--- config.mk ---
export PLATFORM = sky130hd
export DESIGN_NAME = eeprom_ctrl_top
export DESIGN_NICKNAME = d
export VERILOG_FILES = /design/src/common/eeprom_pkg.sv /design/src/hw/eeprom_ctrl_top.sv /design/src/i2c_master/bit_engine.sv /design/src/i2c_master/byte_sequencer.sv /design/src/hw/host_port.sv
export SDC_FILE = /design/constraint.sdc
export NUM_CORES = 1
export LEC_CHECK = 0
export ABC_AREA = 1
export BUFFER_PORTS_ARGS = -buffer_cell sky130_fd_sc_hd__buf_2
export CAP_MARGIN = 0
export CORE_ASPECT_RATIO = 1.5
export CORE_MARGIN = 3
export CORE_UTILIZATION = 60
export CTS_BUF_LIST = sky130_fd_sc_hd__clkbuf_8
export CTS_CLUSTER_SIZE = 16
export DETAILED_ROUTE_END_ITERATION = 7
export GPL_ROUTABILITY_DRIVEN = 0
export PLACE_DENSITY = 0.83
export SLEW_MARGIN = 0
export SYNTH_ARGS = -nofsm -noshare
export SYNTH_HDL_FRONTEND = slang
export SYNTH_SLANG_ARGS = --single-unit
export TNS_END_PERCENT = 1
--- constraint.sdc ---
create_clock -name CLK -period 3.2 [get_ports CLK]
set_input_delay 0.8 -clock CLK [delete_from_list [all_inputs] [get_ports CLK]]
set_output_delay 0.8 -clock CLK [all_outputs]
set_load 0.05 [all_outputs]
--- src/common/eeprom_pkg.sv ---
package eeprom_pkg;

    // 2 KB array, block in the upper three bits
    localparam int ADDR_W = 11;
    localparam int BLK_W  = 3;
    localparam int DATA_W = 8;

    typedef logic [ADDR_W-1:0] mem_addr_t;
    typedef logic [DATA_W-1:0] data_byte_t;
    typedef logic [1:0]        bit_cmd_t;

    // bit engine commands
    localparam bit_cmd_t CMD_START = 2'd0; // also repeated start
    localparam bit_cmd_t CMD_STOP  = 2'd1;
    localparam bit_cmd_t CMD_WRITE = 2'd2;
    localparam bit_cmd_t CMD_READ  = 2'd3;

    // device type code for 24Cxx parts
    localparam logic [3:0] DEV_CODE = 4'b1010;

    // r/w bit at the bottom of the control byte
    localparam logic RW_WRITE = 1'b0;
    localparam logic RW_READ  = 1'b1;

    // master ack level after the last read byte
    localparam logic NACK_BIT = 1'b1;

endpackage
--- src/hw/eeprom_ctrl_top.sv ---
`timescale 1ns/10ps

module eeprom_ctrl_top #(
    parameter int CLK_DIV = 4
) (
    input  logic                   CLK,
    input  logic                   RESET,
    input  logic                   req,
    input  logic                   rd,
    input  eeprom_pkg::mem_addr_t  addr,
    input  eeprom_pkg::data_byte_t wdata,
    output logic                   ack,
    output eeprom_pkg::data_byte_t rdata,
    output logic                   nack_err,
    output logic                   scl,
    output logic                   sda_low,
    input  logic                   sda_in
);

    logic                   txn_start;
    logic                   txn_rd;
    eeprom_pkg::mem_addr_t  txn_addr;
    eeprom_pkg::data_byte_t txn_wdata;
    logic                   txn_done;
    eeprom_pkg::data_byte_t txn_rdata;
    logic                   txn_nack;

    logic                   cmd_go;
    eeprom_pkg::bit_cmd_t   cmd;
    eeprom_pkg::data_byte_t tx_byte;
    logic                   tx_ack_bit;
    logic                   busy;
    logic                   cmd_done;
    eeprom_pkg::data_byte_t rx_byte;
    logic                   rx_ack;

    host_port u_host (
        .CLK(CLK), .RESET(RESET), .req(req), .rd(rd), .addr(addr), .wdata(wdata),
        .ack(ack), .rdata(rdata), .nack_err(nack_err),
        .txn_start(txn_start), .txn_rd(txn_rd), .txn_addr(txn_addr),
        .txn_wdata(txn_wdata), .txn_done(txn_done), .txn_rdata(txn_rdata),
        .txn_nack(txn_nack)
    );

    byte_sequencer u_seq (
        .CLK(CLK), .RESET(RESET), .txn_start(txn_start), .txn_rd(txn_rd),
        .txn_addr(txn_addr), .txn_wdata(txn_wdata), .txn_done(txn_done),
        .txn_rdata(txn_rdata), .txn_nack(txn_nack), .cmd_go(cmd_go), .cmd(cmd),
        .tx_byte(tx_byte), .tx_ack_bit(tx_ack_bit), .busy(busy),
        .cmd_done(cmd_done), .rx_byte(rx_byte), .rx_ack(rx_ack)
    );

    bit_engine #(.CLK_DIV(CLK_DIV)) u_bit (
        .CLK(CLK), .RESET(RESET), .cmd_go(cmd_go), .cmd(cmd), .tx_byte(tx_byte),
        .tx_ack_bit(tx_ack_bit), .busy(busy), .cmd_done(cmd_done),
        .rx_byte(rx_byte), .rx_ack(rx_ack), .scl(scl), .sda_low(sda_low),
        .sda_in(sda_in)
    );

endmodule

--- src/i2c_master/bit_engine.sv ---
`timescale 1ns/10ps

module bit_engine #(
    parameter int CLK_DIV = 4
) (
    input  logic                   CLK,
    input  logic                   RESET,
    input  logic                   cmd_go,
    input  eeprom_pkg::bit_cmd_t   cmd,
    input  eeprom_pkg::data_byte_t tx_byte,
    input  logic                   tx_ack_bit,
    output logic                   busy,
    output logic                   cmd_done,
    output eeprom_pkg::data_byte_t rx_byte,
    output logic                   rx_ack,
    output logic                   scl,
    output logic                   sda_low,
    input  logic                   sda_in
);

    localparam int DIV_W = (CLK_DIV > 1) ? $clog2(CLK_DIV) : 1;

    typedef enum logic [1:0] {
        B_IDLE,
        B_START,
        B_STOP,
        B_BYTE
    } bit_state_t;

    bit_state_t             st;
    logic [DIV_W-1:0]       div_cnt;
    logic [1:0]             phase;   // 0 low, 1 rise, 2 high, 3 fall
    logic [3:0]             bit_cnt; // 8 is the ack slot
    logic                   is_read;
    logic                   ack_out;
    eeprom_pkg::data_byte_t tx_sh;
    logic                   tick;
    logic                   scl_nxt;
    logic                   sda_low_nxt;

    assign tick = (div_cnt == DIV_W'(CLK_DIV - 1));

    always_comb begin
        scl_nxt     = (phase == 2'd1) || (phase == 2'd2);
        sda_low_nxt = 1'b0;
        case (st)
            B_START: sda_low_nxt = (phase >= 2'd2); // falls while scl high
            B_STOP: begin
                scl_nxt     = (phase != 2'd0);
                sda_low_nxt = (phase <= 2'd1); // released while scl high
            end
            B_BYTE:
                if (bit_cnt < 4'd8)
                    sda_low_nxt = !is_read && !tx_sh[7];
                else
                    sda_low_nxt = is_read && !ack_out;
            default: begin
                scl_nxt     = scl; // hold the line between commands
                sda_low_nxt = sda_low;
            end
        endcase
    end

    always_ff @(posedge CLK) begin
        if (RESET) begin
            st       <= B_IDLE;
            busy     <= 1'b0;
            cmd_done <= 1'b0;
            scl      <= 1'b1;
            sda_low  <= 1'b0;
        end else begin
            cmd_done <= 1'b0;
            scl      <= scl_nxt;
            sda_low  <= sda_low_nxt;
            if (st == B_IDLE) begin
                if (cmd_go) begin
                    busy    <= 1'b1;
                    div_cnt <= '0;
                    phase   <= 2'd0;
                    bit_cnt <= 4'd0;
                    is_read <= (cmd == eeprom_pkg::CMD_READ);
                    ack_out <= tx_ack_bit;
                    tx_sh   <= tx_byte;
                    case (cmd)
                        eeprom_pkg::CMD_START: st <= B_START;
                        eeprom_pkg::CMD_STOP:  st <= B_STOP;
                        default:               st <= B_BYTE;
                    endcase
                end
            end else if (!tick) begin
                div_cnt <= div_cnt + 1'b1;
            end else begin
                div_cnt <= '0;
                phase   <= phase + 2'd1;
                if (st == B_BYTE && phase == 2'd2) begin
                    if (bit_cnt < 4'd8)
                        rx_byte <= {rx_byte[6:0], sda_in};
                    else
                        rx_ack <= sda_in; // high means no ack
                end
                if (phase == 2'd3) begin
                    if (st != B_BYTE || bit_cnt == 4'd8) begin
                        st       <= B_IDLE;
                        busy     <= 1'b0;
                        cmd_done <= 1'b1;
                    end else begin
                        bit_cnt <= bit_cnt + 4'd1;
                        tx_sh   <= {tx_sh[6:0], 1'b0};
                    end
                end
            end
        end
    end

    // data bits and ack stay put across the whole scl high time
    assert property (@(posedge CLK) disable iff (RESET)
        (st == B_BYTE && scl && $past(scl)) |-> $stable(sda_low));

endmodule

--- src/i2c_master/byte_sequencer.sv ---
`timescale 1ns/10ps

module byte_sequencer (
    input  logic                   CLK,
    input  logic                   RESET,
    input  logic                   txn_start,
    input  logic                   txn_rd,
    input  eeprom_pkg::mem_addr_t  txn_addr,
    input  eeprom_pkg::data_byte_t txn_wdata,
    output logic                   txn_done,
    output eeprom_pkg::data_byte_t txn_rdata,
    output logic                   txn_nack,
    output logic                   cmd_go,
    output eeprom_pkg::bit_cmd_t   cmd,
    output eeprom_pkg::data_byte_t tx_byte,
    output logic                   tx_ack_bit,
    input  logic                   busy,
    input  logic                   cmd_done,
    input  eeprom_pkg::data_byte_t rx_byte,
    input  logic                   rx_ack
);

    typedef enum logic [3:0] {
        S_IDLE,
        S_START,
        S_CTRL_W,
        S_WADDR,
        S_WDATA,
        S_RSTART,
        S_CTRL_R,
        S_RDATA,
        S_STOP
    } seq_state_t;

    seq_state_t state;
    seq_state_t next_state;
    logic       waiting;   // command issued, cmd_done not yet seen
    logic       check_ack; // state writes a byte the slave must ack

    eeprom_pkg::bit_cmd_t   cmd_sel;
    eeprom_pkg::data_byte_t byte_sel;

    always_comb begin
        cmd_sel    = eeprom_pkg::CMD_START;
        byte_sel   = txn_wdata;
        next_state = S_IDLE;
        check_ack  = 1'b0;
        case (state)
            S_START: next_state = S_CTRL_W;
            S_CTRL_W: begin
                cmd_sel    = eeprom_pkg::CMD_WRITE;
                byte_sel   = {eeprom_pkg::DEV_CODE, txn_addr[10:8], eeprom_pkg::RW_WRITE};
                next_state = S_WADDR;
                check_ack  = 1'b1;
            end
            S_WADDR: begin
                cmd_sel    = eeprom_pkg::CMD_WRITE;
                byte_sel   = txn_addr[7:0];
                next_state = txn_rd ? S_RSTART : S_WDATA;
                check_ack  = 1'b1;
            end
            S_WDATA: begin
                cmd_sel    = eeprom_pkg::CMD_WRITE;
                next_state = S_STOP;
                check_ack  = 1'b1;
            end
            S_RSTART: next_state = S_CTRL_R;
            S_CTRL_R: begin
                cmd_sel    = eeprom_pkg::CMD_WRITE;
                byte_sel   = {eeprom_pkg::DEV_CODE, txn_addr[10:8], eeprom_pkg::RW_READ};
                next_state = S_RDATA;
                check_ack  = 1'b1;
            end
            S_RDATA: begin
                cmd_sel    = eeprom_pkg::CMD_READ;
                next_state = S_STOP;
            end
            S_STOP: cmd_sel = eeprom_pkg::CMD_STOP;
            default: ;
        endcase
    end

    always_ff @(posedge CLK) begin
        if (RESET) begin
            state    <= S_IDLE;
            waiting  <= 1'b0;
            cmd_go   <= 1'b0;
            txn_done <= 1'b0;
            txn_nack <= 1'b0;
        end else begin
            cmd_go   <= 1'b0;
            txn_done <= 1'b0;
            if (state == S_IDLE) begin
                if (txn_start) begin
                    txn_nack <= 1'b0;
                    waiting  <= 1'b0;
                    state    <= S_START;
                end
            end else if (!waiting) begin
                if (!busy) begin
                    cmd_go     <= 1'b1;
                    cmd        <= cmd_sel;
                    tx_byte    <= byte_sel;
                    tx_ack_bit <= eeprom_pkg::NACK_BIT; // single byte read ends with nack
                    waiting    <= 1'b1;
                end
            end else if (cmd_done) begin
                waiting <= 1'b0;
                if (state == S_RDATA)
                    txn_rdata <= rx_byte;
                if (state == S_STOP)
                    txn_done <= 1'b1;
                if (check_ack && rx_ack) begin
                    txn_nack <= 1'b1; // no ack, abort to stop
                    state    <= S_STOP;
                end else begin
                    state <= next_state;
                end
            end
        end
    end

    assert property (@(posedge CLK) disable iff (RESET) cmd_go |-> !busy);

endmodule

--- src/hw/host_port.sv ---
`timescale 1ns/10ps

module host_port (
    input  logic                   CLK,
    input  logic                   RESET,
    input  logic                   req,
    input  logic                   rd,
    input  eeprom_pkg::mem_addr_t  addr,
    input  eeprom_pkg::data_byte_t wdata,
    output logic                   ack,
    output eeprom_pkg::data_byte_t rdata,
    output logic                   nack_err,
    output logic                   txn_start,
    output logic                   txn_rd,
    output eeprom_pkg::mem_addr_t  txn_addr,
    output eeprom_pkg::data_byte_t txn_wdata,
    input  logic                   txn_done,
    input  eeprom_pkg::data_byte_t txn_rdata,
    input  logic                   txn_nack
);

    typedef enum logic [1:0] {
        H_IDLE,
        H_BUSY,
        H_ACKED
    } host_state_t;

    host_state_t state;

    always_ff @(posedge CLK) begin
        if (RESET) begin
            state     <= H_IDLE;
            ack       <= 1'b0;
            txn_start <= 1'b0;
        end else begin
            txn_start <= 1'b0;
            case (state)
                H_IDLE: if (req) begin
                    txn_rd    <= rd;
                    txn_addr  <= addr;
                    txn_wdata <= wdata;
                    txn_start <= 1'b1;
                    state     <= H_BUSY;
                end
                H_BUSY: if (txn_done) begin
                    rdata    <= txn_rdata; // held until the next request
                    nack_err <= txn_nack;
                    ack      <= 1'b1;
                    state    <= H_ACKED;
                end
                H_ACKED: if (!req) begin
                    ack   <= 1'b0;
                    state <= H_IDLE;
                end
                default: state <= H_IDLE;
            endcase
        end
    end

    // host must keep req up until it has seen ack
    assert property (@(posedge CLK) disable iff (RESET) state == H_BUSY |-> req);

endmodule

# ---- Word level (Yosys, flattened, before mapping)
# Cells that the tools add are included.
dict set report word_totals {
  regBits 91
  inputBits 24
  output_inout_bits 12
  word_cells 172
}
dict set report op_classes {
  n_addsub 3
  n_lt_le_gt_ge 3
  eq_ne 27
  mux 58
  bitwise_logic 10
  reduce_logical 43
}
# cell n
set op_table {}
lappend op_table {{2-to-1 mux 4 bit} 10}
lappend op_table {{2-to-1 mux 8 bit} 5}
lappend op_table {{2-to-1 mux 2 bit} 13}
lappend op_table {{one-hot mux 4 bit (6 select lines)} 1}
lappend op_table {{one-hot mux 8 bit (3 select lines)} 1}
lappend op_table {{2-to-1 mux 1 bit} 22}
lappend op_table {{AND reduction 3 bit} 7}
lappend op_table {{AND reduction 5 bit} 4}
lappend op_table {{nonzero test 2 bit} 9}
lappend op_table {{== test 4 x 3 -> 1 bit (second input constant)} 4}
lappend op_table {{== test 2 bit (second input constant)} 7}
lappend op_table {{one-hot mux 2 bit (3 select lines)} 2}
lappend op_table {{AND reduction 4 bit} 3}
lappend op_table {{OR reduction 4 bit} 3}
lappend op_table {{inequality test 2 bit (second input constant)} 5}
lappend op_table {{inverter 1 bit} 10}
lappend op_table {{== test 2 x 1 -> 1 bit (second input constant)} 4}
lappend op_table {{== test 4 x 2 -> 1 bit (second input constant)} 2}
lappend op_table {{== test 4 bit (second input constant)} 2}
lappend op_table {{logical NOT 2 bit} 3}
lappend op_table {{OR reduction 2 bit} 3}
lappend op_table {{adder 2 x 1 -> 2 bit (second input constant)} 2}
lappend op_table {{adder 4 x 1 -> 4 bit (second input constant)} 1}
lappend op_table {{== test 4 x 1 -> 1 bit (second input constant)} 1}
lappend op_table {{14 further kinds} 20}

# ---- Logic depth before layout (Yosys ltp)
dict set report depth {
  word_depth 8
  depth_mapped 8
  mapped_depth_nobuf 8
}

# ---- By module
# Synthesis repeated with hierarchy kept, for this count alone.
dict set report unflattened {
  hier_cells 322
  area_unflattened_um2 3773.6
}
# mod n_inst cells_each area_per_inst_um2
set by_module_without_submodules {}
lappend by_module_without_submodules {bit_engine 1 143 1501.4}
lappend by_module_without_submodules {byte_sequencer 1 122 1223.7}
lappend by_module_without_submodules {host_port 1 57 1048.5}

# ---- Worst setup path before layout
# Ideal clock, no wire load.
dict set report synth_timing {
  kind {in2reg}
  start {in RESET}
  end {reg u_seq.cmd[0], enable pin}
  setup_ns 0.404
  t_arrival_ns 2.061
  t_required_ns 2.796
  setup_slack_ns 0.735
  stages 2
  path_cell_list {clkbuf_1 -> nor4_1}
}
dict set report synth_via {
  elab_chain_cells 2
}
# element line
set synth_rtl {}
lappend synth_rtl {{start: declaration} eeprom_ctrl_top.sv:7} ;# input logic RESET,
lappend synth_rtl {{inverter 1 bit (no source line)} --}
lappend synth_rtl {{AND reduction 4 bit (no source line)} --}
lappend synth_rtl {{end signal: assignment} byte_sequencer.sv:102} ;# cmd <= cmd_sel;
lappend synth_rtl {{end: declaration} byte_sequencer.sv:14} ;# output eeprom_pkg::bit_cmd_t cmd,
# No other way between the ends.
# A chain may end at the register's enable or synchronous reset.

# ---- Worst setup path in the final report
dict set report layout_timing {
  start {in RESET}
  end {reg u_seq.txn_rdata[2], enable pin}
}
dict set report layout_via {
  elab_chain_cells 2
}
# element line
set layout_rtl {}
lappend layout_rtl {{inverter 1 bit (no source line)} --}
lappend layout_rtl {{AND reduction 5 bit (no source line)} --}
lappend layout_rtl {{end signal: assignment} byte_sequencer.sv:110} ;# txn_rdata <= rx_byte;
lappend layout_rtl {{end: declaration} byte_sequencer.sv:11} ;# output eeprom_pkg::data_byte_t txn_rdata,
# No other way between the ends.

==> reports/results.ini <==
[status]
status = completed

[synth]
ys_warn_count = 0
ys_seq_elements = 91
synth_top_area_cell = edfxtp_1
synthCells = 308
synth_edf_count = 73
ys_seq_area_share_pct = 70.9
yosys-top-cells-area = edfxtp_1 (61%), dfxtp_1 (10%), nand2_1 (6.4%)
synthesis.nets = 339
postSynthAreaPerCell_um2 = 11.7
synthFlopType = edfxtp_1
async_reset_ff_share_pct = 0
synth_cell_types = 28
synthesis.area_um2 = 3600
synth_top_area_share_pct = 60.9

[worst_setup_path]
startpoint_type = input pin
criticalPathCategory = in2reg
required_ns = 3.18
endpoint_kind = flop
r2r_setup_slack_ns = 1.18
cp_data_arrival_time_ns = 2.03
path_max_fanout = 14

[clocking]
clkLatencyLatePin_ns = 0.35
clockBufferDepth = 2
cts_tree = built
numCtsBuffers = 9
cts_resized = 0
cts.reportedPaths.clkPinSlew_ns = 0.08
clockRootBuffer = clkbuf_8
cts.htree.levels = 3
cts.sink_count = 91
cts_hold_buf = 0
cts_setup_buffers = 0

[finish]
fin_area_um2 = 4020
area_delta_synth_final_pct = 11.7
insertedDiodeCount = 0
final_layout_size_suffix_gt1_share_pct = 18.2
nFillCells = 369
final_nets = 383

[timing]
worstMarginPinSlew_ns = 0.714
period_share_pct = 64.0
worst_clock_skew_ns = 0.0112
finalSetupViolCount = 0
fin_crit_ns = 2.05
rsz0062_at_grt = false
relSlewSlack_pct = 52.2
finalHoldViolations = 0
fin_tns_setup_ns = 0
final_max_slew_viol_count = 0
fin_hold_ws_ns = 0.433
max_freq_ghz = 0.488

[worst_hold_path]
min_path_type = reg2reg

[floorplanning]
start_util_pct = 63.7
core_area_um2 = 5660
die-area_um2 = 6990
die_w_um = 69.3
die_y_um = 101
io_pins = 36
rows = 33

[routing]
avgRoutedWirePerCell_um = 13.8
wirelength_um = 5870
viasPerCell = 5.37
vias = 2295
wl_met1_um = 2240
drc = 0
highest_layer = met4
first_pass_iters = 5
ant_nets = 0
met3_length_um = 308
drt_iter0_drc = 144
wl_met2_um = 3200

[run]
cap_viol_max_count = 0

[pwr]
ir_drop_v = 0.000430
power_leakage_nw = 1.64
power_density_nw_per_um2 = 517

[global_routing]
grt_pass1_vias = 2243
grt_pass1_wl_um = 9760
gr-total-overflow = 0
grt_max_degree = 21
grt_use_total_pct = 18.1
antenna_found_initial = 0

[place]
place_area_um2 = 3850
place_hpwl_um = 4310
port_buffers = 35

kinds of logic after synthesis:
logic type / Yosys count / synth area share (%)
AND/OR/NAND/NOR: 140 / 17.3
XOR/XNOR: 2 / 0.487
flip-flops: 91 / 70.9
AO/OA/AOI/OAI: 22 / 3.44
buffers and inverters: 46 / 5.49
adder cells (fa/ha/maj): 7 / 2.43
registers in the layout (all words and copies together), names as in the netlist, 4 cells and up:
signal and flops:
u_seq.tx_byte 8, u_seq.txn_rdata 8, u_host.rdata 8, u_host.txn_wdata 8
u_host.txn_addr 11, u_bit.rx_byte 8, u_bit.bit_cnt 4, u_seq.state 4
u_bit.tx_sh 8
Yosys cell counts (3+ instances only):
master    count
inv_1        39
ha_1          7
o21ai_0       8
dfxtp_1      18
edfxtp_1     73
nor2_2        3
nand3_1      36
nand2_2       4
nor2_1       25
nor4_1        5
a21oi_1       8
nand2_1      61
critical path: stages:
cell	delay, ns
buf_2	0.18
inv_1	0.34
nand2_1	0.13
nor2_1	0.58
metal layers:
layer	track usage, %	vias to the layer above
met1	19.5	1056
met3	4.09	17
li1	-	1137
met2	31.8	85
met4	11.6	0
met5	0	-
area by class of cell:
class | instances | area [um2] | share of cell area, %
Clock buffer | 9 | 124 | 3.08
Timing Repair Buffer | 39 | 205 | 5.10
Multi-Input combinational cell | 171 | 851 | 21.1
Clock inverter | 7 | 52.6 | 1.31
Tap cell | 70 | 87.6 | 2.18
Sequential cell | 91 | 2550 | 63.4
Inverter | 40 | 151 | 3.76
through the flow:
stage | setup WS [ns] | std cells | utilization (%) | total power [mW]
finish | 1.15 | 427 | 71.1 | 2.08
CTS | 1.15 | 427 | 71.1 | 2.09
floorplan | 0.735 | 308 | - | 1.40
global placement | 0.939 | 411 | 68.0 | 1.42
detailed placement | 0.758 | 411 | 68.0 | 1.43
global route | 1.04 | 427 | 71.1 | 2.16
cell usage in the layout, fill, tap and decap left out, types with 2 or more instances in the layout:
cell,count
clkinvlp_4,3
a21oi_1,8
ha_1,7
buf_2,35
o22ai_1,2
nand3_1,36
nor3_1,2
inv_1,40
nand2_2,4
nand3_2,2
inv_6,2
nor4_1,5
o21ai_0,8
nand2_1,61
nor2_2,3
edfxtp_1,73
clkbuf_8,9
buf_4,4
dfxtp_1,18
nor2_1,25
power breakdown:
| group | switching, mW | leakage [nW] | internal (mW) |
|---|---|---|---|
| combinational | 0.0570 | 0.739 | 0.0318 |
| sequential | 0.0132 | 0.814 | 1.30 |
| clock | 0.391 | 0.0837 | 0.286 |
| total | 0.461 | 1.64 | 1.62 |
path summary, 6_finish.rpt:
| path | start | to | cells past startpoint |
|---|---|---|---|
| min | u_seq.txn_rdata[0] | u_host.rdata[0] | 0 |
| max | RESET | u_seq.txn_rdata[2] | 4 |
| min reg2reg | u_seq.txn_rdata[0] | u_host.rdata[0] | 0 |
| max reg2reg | u_bit.st[0] | u_bit.rx_byte[5] | 5 |
(Power assumes the default switching activity.)
